File: src/design/dmem_subsys_cfg.svh
`ifndef DMEM_SUBSYS_CFG_SVH
`define DMEM_SUBSYS_CFG_SVH

// Bus widths, data and Wishbone share one width
`define DMEM_AWIDTH         32
`define DMEM_DWIDTH         32

// ----------------------------------------
// Timer window, 32 bytes
// ----------------------------------------
`define TIMER_BASE          32'hF000_0040
`define TIMER_MASK          32'hFFFF_FFE0

// Register byte offsets inside the window
`define TIMER_OFS_CTRL      5'h00   // Bit 0 enable
`define TIMER_OFS_DIV       5'h04
`define TIMER_OFS_MTIME_LO  5'h08
`define TIMER_OFS_MTIME_HI  5'h0C
`define TIMER_OFS_CMP_LO    5'h10
`define TIMER_OFS_CMP_HI    5'h14

`define TIMER_DIV_WIDTH     10      // Prescaler width

`endif

File: src/design/dmem_subsys_pkg.sv
`include "dmem_subsys_cfg.svh"

package dmem_subsys_pkg;

    // ----------------------------------------
    // Vector types
    // ----------------------------------------
    typedef logic [`DMEM_AWIDTH-1:0]   dmem_addr_t;
    typedef logic [`DMEM_DWIDTH-1:0]   dmem_data_t;
    typedef logic [`DMEM_DWIDTH/8-1:0] dmem_byte_sel_t;   // One bit per lane
    typedef logic [63:0]               mtime_t;

    // Core request encodings
    typedef enum logic [1:0] {
        WIDTH_BYTE  = 2'b00,
        WIDTH_HWORD = 2'b01,
        WIDTH_WORD  = 2'b10
    } dmem_width_e;

    typedef enum logic [1:0] {
        RESP_IDLE = 2'b00,   // No response this cycle
        RESP_OK   = 2'b01,
        RESP_ERR  = 2'b10
    } dmem_resp_e;

    typedef enum logic {CMD_READ = 1'b0, CMD_WRITE = 1'b1} dmem_cmd_e;

    // State machines
    typedef enum logic [1:0] {RT_IDLE, RT_WAIT_TIMER, RT_WAIT_WB} router_state_e;
    typedef enum logic [1:0] {WB_IDLE, WB_BUSY, WB_DONE} wb_state_e;

endpackage

File: src/design/dmem_router.sv
`include "dmem_subsys_cfg.svh"

module dmem_router (
    input  logic                         core_clk,
    input  logic                         reset_i,
    // Core side
    input  logic                         dmem_req_i,
    input  dmem_subsys_pkg::dmem_cmd_e   dmem_cmd_i,
    input  dmem_subsys_pkg::dmem_width_e dmem_width_i,
    input  dmem_subsys_pkg::dmem_addr_t  dmem_addr_i,
    input  dmem_subsys_pkg::dmem_data_t  dmem_wdata_i,
    output logic                         dmem_req_ack_o,
    output dmem_subsys_pkg::dmem_data_t  dmem_rdata_o,
    output dmem_subsys_pkg::dmem_resp_e  dmem_resp_o,
    // Timer port
    output logic                         tmr_req_o,
    output dmem_subsys_pkg::dmem_cmd_e   tmr_cmd_o,
    output dmem_subsys_pkg::dmem_width_e tmr_width_o,
    output dmem_subsys_pkg::dmem_addr_t  tmr_addr_o,
    output dmem_subsys_pkg::dmem_data_t  tmr_wdata_o,
    input  logic                         tmr_req_ack_i,
    input  dmem_subsys_pkg::dmem_data_t  tmr_rdata_i,
    input  dmem_subsys_pkg::dmem_resp_e  tmr_resp_i,
    // Wishbone bridge port
    output logic                         wbp_req_o,
    output dmem_subsys_pkg::dmem_cmd_e   wbp_cmd_o,
    output dmem_subsys_pkg::dmem_width_e wbp_width_o,
    output dmem_subsys_pkg::dmem_addr_t  wbp_addr_o,
    output dmem_subsys_pkg::dmem_data_t  wbp_wdata_o,
    input  logic                         wbp_req_ack_i,
    input  dmem_subsys_pkg::dmem_data_t  wbp_rdata_i,
    input  dmem_subsys_pkg::dmem_resp_e  wbp_resp_i
);

dmem_subsys_pkg::router_state_e state_q, state_d;
logic sel_tmr;   // Address hits timer window
logic idle;

assign sel_tmr = ((dmem_addr_i & `TIMER_MASK) == `TIMER_BASE);
assign idle    = (state_q == dmem_subsys_pkg::RT_IDLE);

// ----------------------------------------
// Request steering
// ----------------------------------------
assign tmr_req_o      = idle & dmem_req_i & sel_tmr;
assign wbp_req_o      = idle & dmem_req_i & ~sel_tmr;
assign dmem_req_ack_o = idle & (sel_tmr ? tmr_req_ack_i : wbp_req_ack_i);  // Low while waiting

// Fields go to both, only one req is raised
assign tmr_cmd_o   = dmem_cmd_i;
assign tmr_width_o = dmem_width_i;
assign tmr_addr_o  = dmem_addr_i;
assign tmr_wdata_o = dmem_wdata_i;
assign wbp_cmd_o   = dmem_cmd_i;
assign wbp_width_o = dmem_width_i;
assign wbp_addr_o  = dmem_addr_i;
assign wbp_wdata_o = dmem_wdata_i;

// Response from the owing port only
always_comb begin
    case (state_q)
        dmem_subsys_pkg::RT_WAIT_TIMER: begin
            dmem_resp_o  = tmr_resp_i;
            dmem_rdata_o = tmr_rdata_i;
        end
        dmem_subsys_pkg::RT_WAIT_WB: begin
            dmem_resp_o  = wbp_resp_i;
            dmem_rdata_o = wbp_rdata_i;
        end
        default: begin
            dmem_resp_o  = dmem_subsys_pkg::RESP_IDLE;
            dmem_rdata_o = '0;
        end
    endcase
end

// ----------------------------------------
// Pending-port tracking
// ----------------------------------------
always_comb begin
    state_d = state_q;
    case (state_q)
        dmem_subsys_pkg::RT_IDLE: begin
            if (dmem_req_i && dmem_req_ack_o) begin
                state_d = sel_tmr ? dmem_subsys_pkg::RT_WAIT_TIMER
                                  : dmem_subsys_pkg::RT_WAIT_WB;
            end
        end
        dmem_subsys_pkg::RT_WAIT_TIMER: begin
            if (tmr_resp_i != dmem_subsys_pkg::RESP_IDLE) state_d = dmem_subsys_pkg::RT_IDLE;
        end
        dmem_subsys_pkg::RT_WAIT_WB: begin
            if (wbp_resp_i != dmem_subsys_pkg::RESP_IDLE) state_d = dmem_subsys_pkg::RT_IDLE;
        end
        default: state_d = dmem_subsys_pkg::RT_IDLE;
    endcase
end

always_ff @(posedge core_clk) begin
    if (reset_i) state_q <= dmem_subsys_pkg::RT_IDLE;
    else         state_q <= state_d;
end

// Stray responses mean a target answered without a request
a_no_stray_tmr_resp: assert property (@(posedge core_clk) disable iff (reset_i)
    (tmr_resp_i != dmem_subsys_pkg::RESP_IDLE) |-> (state_q == dmem_subsys_pkg::RT_WAIT_TIMER));
a_no_stray_wbp_resp: assert property (@(posedge core_clk) disable iff (reset_i)
    (wbp_resp_i != dmem_subsys_pkg::RESP_IDLE) |-> (state_q == dmem_subsys_pkg::RT_WAIT_WB));

endmodule

File: src/design/dmem_subsys_top.sv
module dmem_subsys_top (
    input  logic                            core_clk,
    input  logic                            reset_i,
    // Core data port
    input  logic                            dmem_req_i,
    input  dmem_subsys_pkg::dmem_cmd_e      dmem_cmd_i,
    input  dmem_subsys_pkg::dmem_width_e    dmem_width_i,
    input  dmem_subsys_pkg::dmem_addr_t     dmem_addr_i,
    input  dmem_subsys_pkg::dmem_data_t     dmem_wdata_i,
    output logic                            dmem_req_ack_o,
    output dmem_subsys_pkg::dmem_data_t     dmem_rdata_o,
    output dmem_subsys_pkg::dmem_resp_e     dmem_resp_o,
    // Wishbone master
    output logic                            wb_stb_o,
    output logic                            wb_cyc_o,
    output logic                            wb_we_o,
    output dmem_subsys_pkg::dmem_addr_t     wb_adr_o,
    output dmem_subsys_pkg::dmem_data_t     wb_dat_o,
    output dmem_subsys_pkg::dmem_byte_sel_t wb_sel_o,
    input  dmem_subsys_pkg::dmem_data_t     wb_dat_i,
    input  logic                            wb_ack_i,
    input  logic                            wb_err_i,
    output logic                            timer_irq_o
);

// ----------------------------------------
// Router to timer
// ----------------------------------------
logic                         tmr_req, tmr_req_ack;
dmem_subsys_pkg::dmem_cmd_e   tmr_cmd;
dmem_subsys_pkg::dmem_width_e tmr_width;
dmem_subsys_pkg::dmem_addr_t  tmr_addr;
dmem_subsys_pkg::dmem_data_t  tmr_wdata, tmr_rdata;
dmem_subsys_pkg::dmem_resp_e  tmr_resp;

// Router to Wishbone bridge
logic                         wbp_req, wbp_req_ack;
dmem_subsys_pkg::dmem_cmd_e   wbp_cmd;
dmem_subsys_pkg::dmem_width_e wbp_width;
dmem_subsys_pkg::dmem_addr_t  wbp_addr;
dmem_subsys_pkg::dmem_data_t  wbp_wdata, wbp_rdata;
dmem_subsys_pkg::dmem_resp_e  wbp_resp;

dmem_router i_dmem_router (
    .core_clk       (core_clk),         .reset_i       (reset_i),
    // Core side
    .dmem_req_i     (dmem_req_i),       .dmem_cmd_i    (dmem_cmd_i),
    .dmem_width_i   (dmem_width_i),     .dmem_addr_i   (dmem_addr_i),
    .dmem_wdata_i   (dmem_wdata_i),     .dmem_req_ack_o(dmem_req_ack_o),
    .dmem_rdata_o   (dmem_rdata_o),     .dmem_resp_o   (dmem_resp_o),
    // Timer port
    .tmr_req_o      (tmr_req),          .tmr_cmd_o     (tmr_cmd),
    .tmr_width_o    (tmr_width),        .tmr_addr_o    (tmr_addr),
    .tmr_wdata_o    (tmr_wdata),        .tmr_req_ack_i (tmr_req_ack),
    .tmr_rdata_i    (tmr_rdata),        .tmr_resp_i    (tmr_resp),
    // Bridge port
    .wbp_req_o      (wbp_req),          .wbp_cmd_o     (wbp_cmd),
    .wbp_width_o    (wbp_width),        .wbp_addr_o    (wbp_addr),
    .wbp_wdata_o    (wbp_wdata),        .wbp_req_ack_i (wbp_req_ack),
    .wbp_rdata_i    (wbp_rdata),        .wbp_resp_i    (wbp_resp)
);

mm_timer i_mm_timer (
    .core_clk   (core_clk),     .reset_i    (reset_i),
    .req_i      (tmr_req),      .cmd_i      (tmr_cmd),
    .width_i    (tmr_width),    .addr_i     (tmr_addr),
    .wdata_i    (tmr_wdata),    .req_ack_o  (tmr_req_ack),
    .rdata_o    (tmr_rdata),    .resp_o     (tmr_resp),
    .timer_irq_o(timer_irq_o)
);

dmem_wb_bridge i_dmem_wb_bridge (
    .core_clk   (core_clk),     .reset_i    (reset_i),
    .req_i      (wbp_req),      .cmd_i      (wbp_cmd),
    .width_i    (wbp_width),    .addr_i     (wbp_addr),
    .wdata_i    (wbp_wdata),    .req_ack_o  (wbp_req_ack),
    .rdata_o    (wbp_rdata),    .resp_o     (wbp_resp),
    // External bus
    .wb_stb_o   (wb_stb_o),     .wb_cyc_o   (wb_cyc_o),
    .wb_we_o    (wb_we_o),      .wb_adr_o   (wb_adr_o),
    .wb_dat_o   (wb_dat_o),     .wb_sel_o   (wb_sel_o),
    .wb_dat_i   (wb_dat_i),     .wb_ack_i   (wb_ack_i),
    .wb_err_i   (wb_err_i)
);

endmodule

File: src/design/dmem_wb_bridge.sv
`include "dmem_subsys_cfg.svh"

module dmem_wb_bridge (
    input  logic                            core_clk,
    input  logic                            reset_i,
    // Request port from router
    input  logic                            req_i,
    input  dmem_subsys_pkg::dmem_cmd_e      cmd_i,
    input  dmem_subsys_pkg::dmem_width_e    width_i,
    input  dmem_subsys_pkg::dmem_addr_t     addr_i,
    input  dmem_subsys_pkg::dmem_data_t     wdata_i,
    output logic                            req_ack_o,
    output dmem_subsys_pkg::dmem_data_t     rdata_o,
    output dmem_subsys_pkg::dmem_resp_e     resp_o,
    // Wishbone master
    output logic                            wb_stb_o,
    output logic                            wb_cyc_o,
    output logic                            wb_we_o,
    output dmem_subsys_pkg::dmem_addr_t     wb_adr_o,
    output dmem_subsys_pkg::dmem_data_t     wb_dat_o,
    output dmem_subsys_pkg::dmem_byte_sel_t wb_sel_o,
    input  dmem_subsys_pkg::dmem_data_t     wb_dat_i,
    input  logic                            wb_ack_i,
    input  logic                            wb_err_i
);

dmem_subsys_pkg::wb_state_e      state_q;
dmem_subsys_pkg::dmem_addr_t     adr_q;     // Word aligned
dmem_subsys_pkg::dmem_data_t     dat_q;
dmem_subsys_pkg::dmem_byte_sel_t sel_q;
logic                            we_q;
dmem_subsys_pkg::dmem_data_t     rdata_q;   // Whole bus word
logic                            err_q;
dmem_subsys_pkg::dmem_byte_sel_t sel_d;
dmem_subsys_pkg::dmem_data_t     dat_d;
logic                            acc_fire;
logic                            term;      // Slave ends the cycle

assign req_ack_o = (state_q == dmem_subsys_pkg::WB_IDLE);
assign acc_fire  = req_i & req_ack_o;
assign term      = wb_ack_i | wb_err_i;

// ----------------------------------------
// Byte lanes from width and low address
// ----------------------------------------
always_comb begin
    case (width_i)
        dmem_subsys_pkg::WIDTH_BYTE: begin
            sel_d = 4'b0001 << addr_i[1:0];
            dat_d = {{(`DMEM_DWIDTH-8){1'b0}}, wdata_i[7:0]} << {addr_i[1:0], 3'b000};
        end
        dmem_subsys_pkg::WIDTH_HWORD: begin
            sel_d = 4'b0011 << {addr_i[1], 1'b0};
            dat_d = {{(`DMEM_DWIDTH-16){1'b0}}, wdata_i[15:0]} << {addr_i[1], 4'b0000};
        end
        default: begin   // Full word
            sel_d = 4'b1111;
            dat_d = wdata_i;
        end
    endcase
end

// ----------------------------------------
// Cycle sequencing
// ----------------------------------------
always_ff @(posedge core_clk) begin
    if (reset_i) begin
        state_q <= dmem_subsys_pkg::WB_IDLE;
    end else begin
        case (state_q)
            dmem_subsys_pkg::WB_IDLE: if (acc_fire) state_q <= dmem_subsys_pkg::WB_BUSY;
            dmem_subsys_pkg::WB_BUSY: if (term) state_q <= dmem_subsys_pkg::WB_DONE;
            default:                  state_q <= dmem_subsys_pkg::WB_IDLE;  // Resp cycle
        endcase
    end
end

// Request held until ack or err
always_ff @(posedge core_clk) begin
    if (acc_fire) begin
        adr_q <= {addr_i[`DMEM_AWIDTH-1:2], 2'b00};
        dat_q <= dat_d;
        sel_q <= sel_d;
        we_q  <= (cmd_i == dmem_subsys_pkg::CMD_WRITE);
    end
    if (state_q == dmem_subsys_pkg::WB_BUSY && term) begin
        rdata_q <= wb_dat_i;
        err_q   <= wb_err_i;
    end
end

assign wb_stb_o = (state_q == dmem_subsys_pkg::WB_BUSY);
assign wb_cyc_o = wb_stb_o;        // Single transfer per cycle
assign wb_we_o  = we_q;
assign wb_adr_o = adr_q;
assign wb_dat_o = dat_q;
assign wb_sel_o = sel_q;

assign rdata_o = rdata_q;
assign resp_o  = (state_q != dmem_subsys_pkg::WB_DONE) ? dmem_subsys_pkg::RESP_IDLE :
                 err_q ? dmem_subsys_pkg::RESP_ERR : dmem_subsys_pkg::RESP_OK;

// Slave sees a steady request through its wait states
a_wb_req_stable: assert property (@(posedge core_clk) disable iff (reset_i)
    (wb_stb_o && !wb_ack_i && !wb_err_i)
        |=> ($stable(wb_adr_o) && $stable(wb_sel_o) && $stable(wb_we_o)));

endmodule

File: src/design/mm_timer.sv
`include "dmem_subsys_cfg.svh"

module mm_timer (
    input  logic                         core_clk,
    input  logic                         reset_i,
    // Register access port
    input  logic                         req_i,
    input  dmem_subsys_pkg::dmem_cmd_e   cmd_i,
    input  dmem_subsys_pkg::dmem_width_e width_i,
    input  dmem_subsys_pkg::dmem_addr_t  addr_i,
    input  dmem_subsys_pkg::dmem_data_t  wdata_i,
    output logic                         req_ack_o,
    output dmem_subsys_pkg::dmem_data_t  rdata_o,
    output dmem_subsys_pkg::dmem_resp_e  resp_o,
    // Compare interrupt
    output logic                         timer_irq_o
);

logic                        en_q;        // ctrl bit 0
logic [`TIMER_DIV_WIDTH-1:0] div_q;       // Count every div+1 cycles
logic [`TIMER_DIV_WIDTH-1:0] div_cnt_q;
dmem_subsys_pkg::mtime_t     mtime_q;
dmem_subsys_pkg::mtime_t     mtimecmp_q;
dmem_subsys_pkg::dmem_resp_e resp_q;
dmem_subsys_pkg::dmem_data_t rdata_q;
dmem_subsys_pkg::dmem_data_t rd_val;      // Selected register
logic [4:0]                  ofs;
logic                        acc_ok;      // Word access to known offset
logic                        acc_fire;
logic                        wr_fire;
logic                        tick;

assign ofs       = addr_i[4:0];
assign req_ack_o = (resp_q == dmem_subsys_pkg::RESP_IDLE);  // Busy only while answering
assign acc_fire  = req_i & req_ack_o;
assign wr_fire   = acc_fire & acc_ok & (cmd_i == dmem_subsys_pkg::CMD_WRITE);
assign tick      = en_q & (div_cnt_q >= div_q);

// ----------------------------------------
// Register decode
// ----------------------------------------
always_comb begin
    acc_ok = (width_i == dmem_subsys_pkg::WIDTH_WORD);
    rd_val = '0;
    case (ofs)
        `TIMER_OFS_CTRL:     rd_val = {{(`DMEM_DWIDTH-1){1'b0}}, en_q};
        `TIMER_OFS_DIV:      rd_val = {{(`DMEM_DWIDTH-`TIMER_DIV_WIDTH){1'b0}}, div_q};
        `TIMER_OFS_MTIME_LO: rd_val = mtime_q[31:0];
        `TIMER_OFS_MTIME_HI: rd_val = mtime_q[63:32];
        `TIMER_OFS_CMP_LO:   rd_val = mtimecmp_q[31:0];
        `TIMER_OFS_CMP_HI:   rd_val = mtimecmp_q[63:32];
        default:             acc_ok = 1'b0;   // Hole in the map
    endcase
end

// Response one cycle after acceptance
always_ff @(posedge core_clk) begin
    if (reset_i) begin
        resp_q <= dmem_subsys_pkg::RESP_IDLE;
    end else if (acc_fire) begin
        resp_q <= acc_ok ? dmem_subsys_pkg::RESP_OK : dmem_subsys_pkg::RESP_ERR;
    end else begin
        resp_q <= dmem_subsys_pkg::RESP_IDLE;
    end
end

always_ff @(posedge core_clk) begin
    if (acc_fire) rdata_q <= rd_val;
end

assign resp_o  = resp_q;
assign rdata_o = rdata_q;

// ----------------------------------------
// Control and compare registers
// ----------------------------------------
always_ff @(posedge core_clk) begin
    if (reset_i) begin
        en_q       <= 1'b1;     // Counting out of reset
        div_q      <= '0;
        mtimecmp_q <= '1;       // Keeps irq low
    end else if (wr_fire) begin
        case (ofs)
            `TIMER_OFS_CTRL:   en_q              <= wdata_i[0];
            `TIMER_OFS_DIV:    div_q             <= wdata_i[`TIMER_DIV_WIDTH-1:0];
            `TIMER_OFS_CMP_LO: mtimecmp_q[31:0]  <= wdata_i;
            `TIMER_OFS_CMP_HI: mtimecmp_q[63:32] <= wdata_i;
            default: ;
        endcase
    end
end

// Divider and counter, software write wins over a tick
always_ff @(posedge core_clk) begin
    if (reset_i) begin
        div_cnt_q <= '0;
        mtime_q   <= '0;
    end else begin
        if (!en_q || tick) div_cnt_q <= '0;
        else               div_cnt_q <= div_cnt_q + `TIMER_DIV_WIDTH'(1);
        if (wr_fire && ofs == `TIMER_OFS_MTIME_LO)      mtime_q[31:0]  <= wdata_i;
        else if (wr_fire && ofs == `TIMER_OFS_MTIME_HI) mtime_q[63:32] <= wdata_i;
        else if (tick)                                  mtime_q <= mtime_q + 64'd1;
    end
end

assign timer_irq_o = (mtime_q >= mtimecmp_q);   // Level, held until cmp moves

// Never answers unasked
a_resp_after_accept: assert property (@(posedge core_clk) disable iff (reset_i)
    (resp_o != dmem_subsys_pkg::RESP_IDLE) |-> $past(acc_fire));

endmodule

File: config.mk
export PLATFORM = sky130hd
export DESIGN_NAME = dmem_subsys_top
export DESIGN_NICKNAME = d
export VERILOG_FILES = /design/src/design/dmem_subsys_pkg.sv /design/src/design/dmem_router.sv /design/src/design/dmem_subsys_top.sv /design/src/design/dmem_wb_bridge.sv /design/src/design/mm_timer.sv
export VERILOG_INCLUDE_DIRS = /design/src /design/src/design
export SDC_FILE = /design/constraint.sdc
export NUM_CORES = 1
export LEC_CHECK = 0
export ABC_AREA = 0
export BUFFER_PORTS_ARGS = -buffer_cell sky130_fd_sc_hd__clkbuf_2
export CAP_MARGIN = 10
export CORE_ASPECT_RATIO = 0.75
export CORE_MARGIN = 1
export CORE_UTILIZATION = 55
export DETAILED_ROUTE_END_ITERATION = 6
export PLACE_DENSITY = 0.76
export SLEW_MARGIN = 10
export SYNTH_ARGS = -nofsm -noshare
export SYNTH_HDL_FRONTEND = slang
export SYNTH_HIERARCHICAL = 1
export SYNTH_SLANG_ARGS = --single-unit
File: constraint.sdc
create_clock -name core_clk -period 4.3 [get_ports core_clk]
set_clock_uncertainty 0.05 [all_clocks]
set_input_delay 0.43 -clock core_clk [delete_from_list [all_inputs] [get_ports core_clk]]
set_output_delay 0.43 -clock core_clk [all_outputs]
set_load 0.1 [all_outputs]
==> flow_summary_export.csv, run 1 <==
group,metric,value,unit
timing,tns,0,ns
synthesis,synth-warning-count,6,
grt,grt_max_degree,68,
worst_setup_path,cp-end-kind,"flop",
timing,setup_viol,0,
power_and_ir_drop,p_total,6.86,mW
worst_setup_path,worstSetupPathType,"in -> reg",
final_layout,n_fill_cell,2425,
power_and_ir_drop,power_frac_seq,44.0,%
timing,timing.final.max_slew_violations,0,
floorplanning,pin_count,211,
worst_setup_path,worst-path-buf-inv,2,
drt,top_layer_used,"met4",
final_layout,nets,2042,
power_and_ir_drop,internal_power,4.71,mW
worst_setup_path,crit_fanout,19,
synthesis,synthCells,1768,
outcome,status,"finished, violations left",
drt,wl_met1,21400,um
grt,grt_overflow,0,
worst_setup_path,start_kind,"primary input",
drt,avgViaCountPerCell,6.60,
floorplanning,dieHeight,152,um
power_and_ir_drop,p_per_area,370,nW/um2
clock_tree,clk-insertion-delay-late,0.59,ns
drt,vias,15000,
outcome,violations,"design-rule violations",
drt,routed_wl,52700,um
final_layout,area_delta_synth_final,11.9,%
final_layout,final_cell_mix,"208 x clkbuf_2, 155 x dfxtp_1, 139 x nand2_1",
power_and_ir_drop,swShare,31.3,%
clock_tree,clockBufferDepth,3,
drt,drc,10,
synthesis,avgSynthCellArea,9.36,um2
drt,dr.pass1.iters,7,
timing,tightestPinTransition,1.04,ns
final_layout,final_common_cell,"clkbuf_2",
clock_tree,cts-root-buf,"clkbuf_16",
floorplanning,die_w,202,um
grt,antenna_found_initial,3,
floorplanning,initial_core_util,56.4,%
final_layout,final_util,63.1,%
power_and_ir_drop,power.static_leakage,7.38,nW
worst_setup_path,worstPathCellList,"dlygate4sd3_1 -> clkbuf_2 -> nor4_1 -> nand4_1 -> nor4_1 -> or3b_2 -> a2111o_1 -> or3_1 -> o21ai_4 -> nor2_4 -> a2111oi_2",
place,gp_congestion,0.988,
timing,rsz0062_at_grt,"false",
synthesis,synth_area,16500,um2
hold_path,hp-class,"in -> reg",
worst_setup_path,crit_path_frequent_cell,"nor4_1",
place,io_buffers,208,
clock_tree,cts_buffers,30,
timing,relSlewSlack,30.7,%
drt,dr.first_iter.drc_count,2197,
clock_tree,clkTransAtPathRegs,0.07,ns
drt,antenna_left,0,
clock_tree,cts_setup_buffers,0,
power_and_ir_drop,p_switching,2.15,mW
worst_setup_path,slowest_delay,0.58,ns
clock_tree,htree_num_levels,1,
drt,dr_wl_met2,20900,um
clock_tree,cts_sinks,287,
final_layout,layout-drive-gt1-share,17.9,%
worst_setup_path,cp_top_family,"simple AND/OR/NAND/NOR gates",
timing,fmax,245,MHz
flow_run,drv_cap,0,
worst_setup_path,required,4.74,ns
timing,period_share,94.8,%
worst_setup_path,worst-endpoint-arrival,4.51,ns
drt,wl_per_cell,23.2,um
floorplanning,die-area,30800,um2
power_and_ir_drop,p_comb_share,17.7,%
grt,first_global_vias,13800,
power_and_ir_drop,peakVddDrop,0.390,mV
clock_tree,cts_tree,"yes",
drt,wl_met3,8500,um
worst_setup_path,slowest_stage,"or3b_2",
grt,grt_pass1_wl,80300,um
floorplanning,core,29300,um2
grt,grtUsageTotal,33.3,%
floorplanning,rows,54,
timing,period_needed,4.07,ns
place,hpwl,36700,um
timing,hold_viol,0,
power_and_ir_drop,clockPowerShare,38.3,%
==> registers in the layout, summed over array words and instances (netlist names), 2 cells and up <==
name and count:
i_dmem_wb_bridge/state_q 2, i_dmem_router/state_q 2, i_mm_timer/div_cnt_q 10, i_mm_timer/rdata_o 32, i_dmem_wb_bridge/wb_sel_o 4, i_mm_timer/mtime_q 64, i_dmem_wb_bridge/wb_dat_o 32, i_mm_timer/resp_o 2
i_dmem_wb_bridge/rdata_o 32, i_mm_timer/div_q 10, i_mm_timer/mtimecmp_q 64, i_dmem_wb_bridge/wb_adr_o 30
==> stage by stage <==
step	setup slack, ns	instances	hold WS, ns	area, um2
floorplan	0.378	1769	0.387	16600
CTS	0.156	2273	0.00201	18500
global placement	0.175	2168	0.409	17000
finish	0.225	2275	0.0188	18500
detailed placement	0.127	2168	0.426	17000
global route	0.0101	2273	0.0150	18500
==> layout make-up <==
cell class                 count  area, um2  share of cell area (%)
sequential                   287       7070                    38.2
clock inverter                17        165                   0.892
inverter                      94        353                    1.91
antenna                        2       5.00                  0.0270
tap                          392        490                    2.65
timing repair buffer         295       1830                    9.91
multi-input combinational   1151       7790                    42.1
clock buffer                  37        808                    4.37
==> worst register-to-register path: stages (launching register included) <==
cell and delay, ns:
dfxtp_1 0.33, inv_1 0.10, ha_1 0.23, nand2_1 0.14
nor4_1 0.17, or3b_2 0.58, a2111o_1 0.55, or3_1 0.52
o21ai_4 0.31, nor2_4 0.24, a2111oi_2 0.37
==> repair_timing <==
action | CTS | global route
setup endpoints to repair | 0 | 11
resized for setup | 0 | 1
hold endpoints to repair | 51 | 0
hold buffers | 51 | 0
==> layer usage <==
layer  up-vias  GRT usage (%)
li1       6784              -
met1      7142           47.8
met2       950           44.3
met3       139           13.9
met4         0           11.2
met5         -              0
==> path summary, 6_finish.rpt <==
kind                                                 endpoint                     start  slack, ns  cells after the start
worst min register to register        i_mm_timer/div_cnt_q[0]   i_mm_timer/div_cnt_q[0]       0.43                      1
worst min-delay path            i_dmem_wb_bridge/wb_adr_o[11]           dmem_addr_i[11]       0.02                      1
worst max-delay path                   i_mm_timer/mtime_q[43]           dmem_addr_i[17]       0.23                     11
worst max register to register         i_mm_timer/mtime_q[43]  i_dmem_router/state_q[0]       0.64                     10
==> power groups by stage <==
stage / Sequential, mW / Combinational (mW) / Clock (mW)
floorplan: 3.59 / 0.463 / 0
finish: 3.02 / 1.22 / 2.62
CTS: 3.02 / 1.20 / 2.65
detailed placement: 3.08 / 1.16 / 0
global route: 3.02 / 1.25 / 2.75
global placement: 3.07 / 1.15 / 0
Note: power is estimated with default switching activity, not from simulation.
==> run 2, diff against run 1 <==
--- a/config.mk
+++ b/config.mk
@@ -13,6 +13,7 @@
 export CORE_MARGIN = 1
 export CORE_UTILIZATION = 55
 export DETAILED_ROUTE_END_ITERATION = 6
+export GPL_TIMING_DRIVEN = 0
 export PLACE_DENSITY = 0.76
 export SLEW_MARGIN = 10
 export SYNTH_ARGS = -nofsm -noshare
==> run 2 against run 1 <==
  * Hold slack improved by 0.033 ns
  * The flow now finishes without violations
  * Non-clock buffer count is 151 higher
  * Sequential power hardly changed
  * Routed wire length up 15%
  * Largest cell class unchanged
  * First-iteration DRC count decreased by 5.4%
  * Die area stayed put
==> flow_summary_export.csv, run 2 (synthesis results as in run 1) <==
group,metric,value,unit
timing,period_share,95.0,%
drt,routed_wl,60500,um
final_layout,final_cell_mix,"169 x clkbuf_2, 155 x dfxtp_1, 139 x nand2_1",
timing,rsz0062_at_grt,"false",
timing,hold_viol,0,
floorplanning,initial_core_util,56.4,%
timing,fmax,245,MHz
drt,avgViaCountPerCell,6.56,
clock_tree,cts-root-buf,"clkbuf_16",
power_and_ir_drop,peakVddDrop,0.397,mV
worst_setup_path,required,4.76,ns
hold_path,hp-class,"in -> reg",
clock_tree,cts_buffers,30,
worst_setup_path,worstSetupPathType,"reg -> reg",
drt,dr.pass1.iters,7,
power_and_ir_drop,clockPowerShare,39.4,%
timing,setup_viol,0,
worst_setup_path,start_kind,"flop",
power_and_ir_drop,internal_power,4.89,mW
power_and_ir_drop,power_frac_seq,42.3,%
drt,antenna_left,0,
drt,dr.first_iter.drc_count,2079,
grt,grtUsageTotal,38.0,%
grt,antenna_found_initial,0,
clock_tree,htree_num_levels,1,
clock_tree,cts_sinks,287,
drt,vias,15900,
final_layout,reg_top3,"i_mm_timer/mtime_q: 64 flops, i_mm_timer/mtimecmp_q: 64 flops",
timing,tightestPinTransition,1.37,ns
place,hpwl,44700,um
timing,period_needed,4.09,ns
power_and_ir_drop,power.static_leakage,7.84,nW
clock_tree,clockBufferDepth,3,
grt,grt_overflow,0,
floorplanning,core,29300,um2
grt,grt_pass1_wl,89500,um
hold_path,hold_path_depth,3,
grt,grt_max_degree,65,
worst_setup_path,worst-endpoint-arrival,4.54,ns
floorplanning,rows,54,
power_and_ir_drop,p_switching,2.23,mW
flow_run,drv_cap,0,
place,io_buffers,168,
final_layout,antenna_cells,0,
clock_tree,clkTransAtPathRegs,0.07,ns
clock_tree,cts_tree,"yes",
final_layout,final_common_cell,"clkbuf_2",
floorplanning,die-area,30800,um2
drt,drc,0,
floorplanning,pin_count,211,
floorplanning,dieHeight,152,um
clock_tree,clk-insertion-delay-late,0.59,ns
outcome,status,"finished, final reports clean",
worst_setup_path,cp-end-kind,"flop",
worst_setup_path,crit_fanout,10,
final_layout,final_util,66.2,%
power_and_ir_drop,p_comb_share,18.2,%
final_layout,layout-drive-gt1-share,20.0,%
timing,holdWs,0.0516,ns
power_and_ir_drop,swShare,31.3,%
final_layout,area_delta_synth_final,17.4,%
timing,relSlewSlack,7.95,%
power_and_ir_drop,p_per_area,367,nW/um2
drt,wl_per_cell,24.9,um
grt,first_global_vias,14800,
floorplanning,die_w,202,um
place,gp_congestion,1.02,
worst_setup_path,reg2reg_depth,12,
timing,timing.final.max_slew_violations,0,
final_layout,nets,2193,
run 2: critical path: stages (launching register included):
cell and delay (ns):
dfxtp_1 0.33, inv_1 0.10, ha_1 0.22, nand2_1 0.12, nor4_1 0.18, or3b_2 0.58
a2111oi_4 0.66, nand2_1 0.31, clkbuf_1 0.39, buf_1 0.42, nand3_1 0.40, o2111ai_1 0.14
nand3_1 0.13
run 2: final timing paths:
| check | end | start | slack (ns) |
|---|---|---|---|
| worst max-delay path | i_mm_timer/mtime_q[16] | i_dmem_router/state_q[0] | 0.21 |
| worst min-delay path | i_mm_timer/mtimecmp_q[56] | dmem_wdata_i[24] | 0.05 |
| worst max register to register | i_mm_timer/mtime_q[16] | i_dmem_router/state_q[0] | 0.21 |
| worst min register to register | i_mm_timer/div_cnt_q[0] | i_mm_timer/div_cnt_q[0] | 0.44 |
run 2: layout make-up:
cell class                 count  area (um2)
inverter                      94         353
buffer                       237        1380
tap                          392         490
multi-input combinational   1151        7760
clock buffer                  40         922
fill                        2424        9900
sequential                   287        7070
clock inverter                16         149
timing repair buffer         209        1290
run 2: per-layer routing:
metal	share of wire [%]	up-vias	global-route usage, %
li1	-	7072	-
met1	40	7613	53.9
met5	0.16	-	2.48
met3	16	158	14.1
met2	41	1072	53.1
met4	3.4	2	12.0
run 2: per-stage QoR:
step	power [mW]	area [um2]	std cells	TNS [ns]	setup slack, ns
floorplan	4.05	16600	1769	0	0.378
global placement	4.30	17900	2329	-0.829	-0.114
detailed placement	4.32	18000	2332	-0.354	-0.0759
CTS	7.11	19400	2425	0	0.363
global route	7.29	19400	2426	0	0.169
finish	7.12	19400	2426	0	0.213
run 2: repair_timing:
action	4_1_cts	5_1_grt
hold buffers	37	0
setup buffers	0	0
endpoints found under the hold margin	37	0
gates resized for setup	0	0
run 2: power by group through the flow:
stage          sequential (mW)  combinational (mW)  clock, mW
2_1_floorplan             3.59               0.463          0
3_3_place_gp              3.08                1.22          0
3_5_place_dp              3.07                1.25          0
4_1_cts                   3.01                1.28       2.82
5_1_grt                   3.02                1.33       2.94
6_report                  3.01                1.30       2.81
==> run 3, diff against run 2 <==
--- a/config.mk
+++ b/config.mk
@@ -15,6 +15,7 @@
 export DETAILED_ROUTE_END_ITERATION = 6
 export GPL_TIMING_DRIVEN = 0
 export PLACE_DENSITY = 0.76
+export REMOVE_ABC_BUFFERS = 1
 export SLEW_MARGIN = 10
 export SYNTH_ARGS = -nofsm -noshare
 export SYNTH_HDL_FRONTEND = slang
==> run 3 against run 2 <==
  * The run now ends with design-rule violations left
  * Utilization is 3.0 points lower
  * Largest power group unchanged
  * Global-route usage is 5.9 points lower
  * Routed wire length is 15% lower
  * Fmax is 1.6% higher
  * Design area is 4.6% lower
  * Critical path type unchanged
  * Sequential cell count stayed put
==> flow_summary_export.csv, run 3 (synthesis results as in run 1) <==
group,metric,value,unit
outcome,status,"finished, violations left",
outcome,violations,"design-rule violations",
hold_path,hp-class,"in -> reg",
floorplanning,rows,54,
place,gp_congestion,0.967,
clock_tree,cts_tree,"yes",
final_layout,multi_input_area,7840,um2
grt,antenna_found_initial,0,
flow_run,drv_cap,0,
worst_setup_path,reg2reg_depth,10,
drt,drc,1,
timing,timing.final.max_slew_violations,0,
drt,avgViaCountPerCell,6.63,
worst_setup_path,worstPathCellList,"inv_1 -> ha_1 -> nand2_1 -> nor4_1 -> or3b_2 -> a2111o_1 -> or3_4 -> o21ai_4 -> nor2_4 -> a2111oi_2",
worst_setup_path,worstSetupPathType,"reg -> reg",
worst_setup_path,cp-end-kind,"flop",
final_layout,final_cell_mix,"207 x clkbuf_2, 155 x dfxtp_1, 138 x nand2_1",
grt,grt_max_degree,73,
clock_tree,clockBufferDepth,3,
worst_setup_path,worst-endpoint-arrival,4.44,ns
final_layout,area_delta_synth_final,12.0,%
drt,dr.first_iter.drc_count,2265,
place,numPlacedInstances,2151,
place,hpwl,35500,um
timing,period_needed,4.02,ns
worst_setup_path,crit_cells,10,
final_layout,nets,2009,
power_and_ir_drop,p_total,7.17,mW
grt,grt_overflow,0,
place,io_buffers,208,
grt,grt_pass1_wl,78300,um
final_layout,final_util,63.2,%
worst_setup_path,slowest_delay,0.66,ns
final_layout,antenna_cells,0,
timing,fmax,249,MHz
final_layout,seqCellArea,7070,um2
timing,rsz0062_at_grt,"false",
clock_tree,cts-root-buf,"clkbuf_16",
power_and_ir_drop,p_per_area,387,nW/um2
floorplanning,die-area,30800,um2
final_layout,final_common_cell,"clkbuf_2",
timing,period_share,93.6,%
floorplanning,initial_core_util,56.4,%
hold_path,hold_path_depth,1,
worst_setup_path,worst-path-buf-inv,1,
clock_tree,cts_buffers,30,
floorplanning,core,29300,um2
drt,antenna_left,0,
worst_setup_path,required,4.72,ns
drt,routed_wl,51200,um
final_layout,layout-drive-gt1-share,18.3,%
clock_tree,htree_num_levels,1,
power_and_ir_drop,power.static_leakage,7.35,nW
grt,grtUsageTotal,32.1,%
grt,first_global_vias,13300,
floorplanning,die_w,202,um
final_layout,n_fill_cell,2372,
power_and_ir_drop,peakVddDrop,0.219,mV
final_layout,reg_top3,"i_mm_timer/mtime_q: 64 flops, i_mm_timer/mtimecmp_q: 64 flops",
floorplanning,dieHeight,152,um
drt,dr.pass1.iters,7,
timing,tightestPinTransition,1.36,ns
floorplanning,pin_count,211,
clock_tree,cts_sinks,287,
drt,vias,14900,
clock_tree,clkTransAtPathRegs,0.07,ns
drt,wl_per_cell,22.8,um
timing,setup_viol,0,
worst_setup_path,start_kind,"flop",
timing,relSlewSlack,8.63,%
worst_setup_path,crit_fanout,42,
timing,tns,0,ns
clock_tree,clk-insertion-delay-late,0.58,ns
timing,hold_viol,0,
worst_setup_path,slowest_stage,"a2111o_1",
worst_setup_path,cp_top_family,"simple AND/OR/NAND/NOR gates",
final_layout,layout.cells.non_filler,2242,
==> run 3: changes by cell type in the layout (fill, tap and decap cells not counted), sizes merged <==
| cell | delta |
|---|---|
| clkinvlp | +2 |
| dlygate4sd3 | -7 |
| nor2 | +1 |
| bufinv | +5 |
| clkinv | -1 |
| clkbuf | -61 |
| buf | -121 |
| inv | -2 |
==> run 3: worst paths after layout <==
path                             from  slack, ns                             to
min reg2reg   i_mm_timer/div_cnt_q[0]       0.44        i_mm_timer/div_cnt_q[0]
max reg2reg  i_dmem_router/state_q[0]       0.28         i_mm_timer/mtime_q[43]
min                   dmem_addr_i[14]      0.006  i_dmem_wb_bridge/wb_adr_o[14]
max          i_dmem_router/state_q[0]       0.28         i_mm_timer/mtime_q[43]
==> run 3: worst reg2reg max path: cells and delay by family (launching register included) <==
kind / cells / cell delay (ns)
adder cells (fa/ha/maj): 1 / 0.24
AO/OA/AOI/OAI: 3 / 1.37
flip-flops: 1 / 0.33
AND/OR/NAND/NOR: 5 / 1.85
buffers and inverters: 1 / 0.11
==> run 3: routing by layer <==
metal  vias up  routed length (um)  GRT usage [%]
li1       6698                   -              -
met3       145                7120           8.94
met5         -                   0              0
met1      6999               21400           47.7
met4         0                1670           8.63
met2      1013               21000           45.3
==> run 3: power breakdown <==
part	internal [mW]	total (mW)	leakage, nW	switching, mW
combinational	0.220	1.22	4.33	1.00
sequential	2.98	3.01	2.48	0.0326
clock	1.78	2.93	0.535	1.15
total	4.98	7.17	7.35	2.19
==> run 3: area by class of cell <==
type / count / area share (%)
Clock inverter: 20 / 1.65
Clock buffer: 36 / 4.40
Timing Repair Buffer: 261 / 8.96
Inverter: 94 / 1.92
Tap cell: 392 / 2.65
Multi-Input combinational cell: 1152 / 42.3
Sequential cell: 287 / 38.1
==> run 3: metrics by stage <==
stage / instance area, um2 / setup slack (ns) / hold WS, ns
after floorplan: 15200 / -3.32 / 0.387
after global placement: 16700 / -9.14 / 0.411
after detailed placement: 17000 / -0.687 / 0.422
after CTS: 18500 / 0.101 / 0.000178
after global routing: 18500 / 0.148 / 0.00451
final: 18500 / 0.277 / 0.00577
==> run 3: what timing repair did <==
action | 4_1_cts | 5_1_grt
gates resized for setup | 2 | 1
endpoints found under the setup margin | 15 | 33
hold buffers | 30 | 0
gates cloned | 0 | 1
pin swaps | 0 | 2
hold endpoints to repair | 30 | 0
setup buffers | 0 | 4
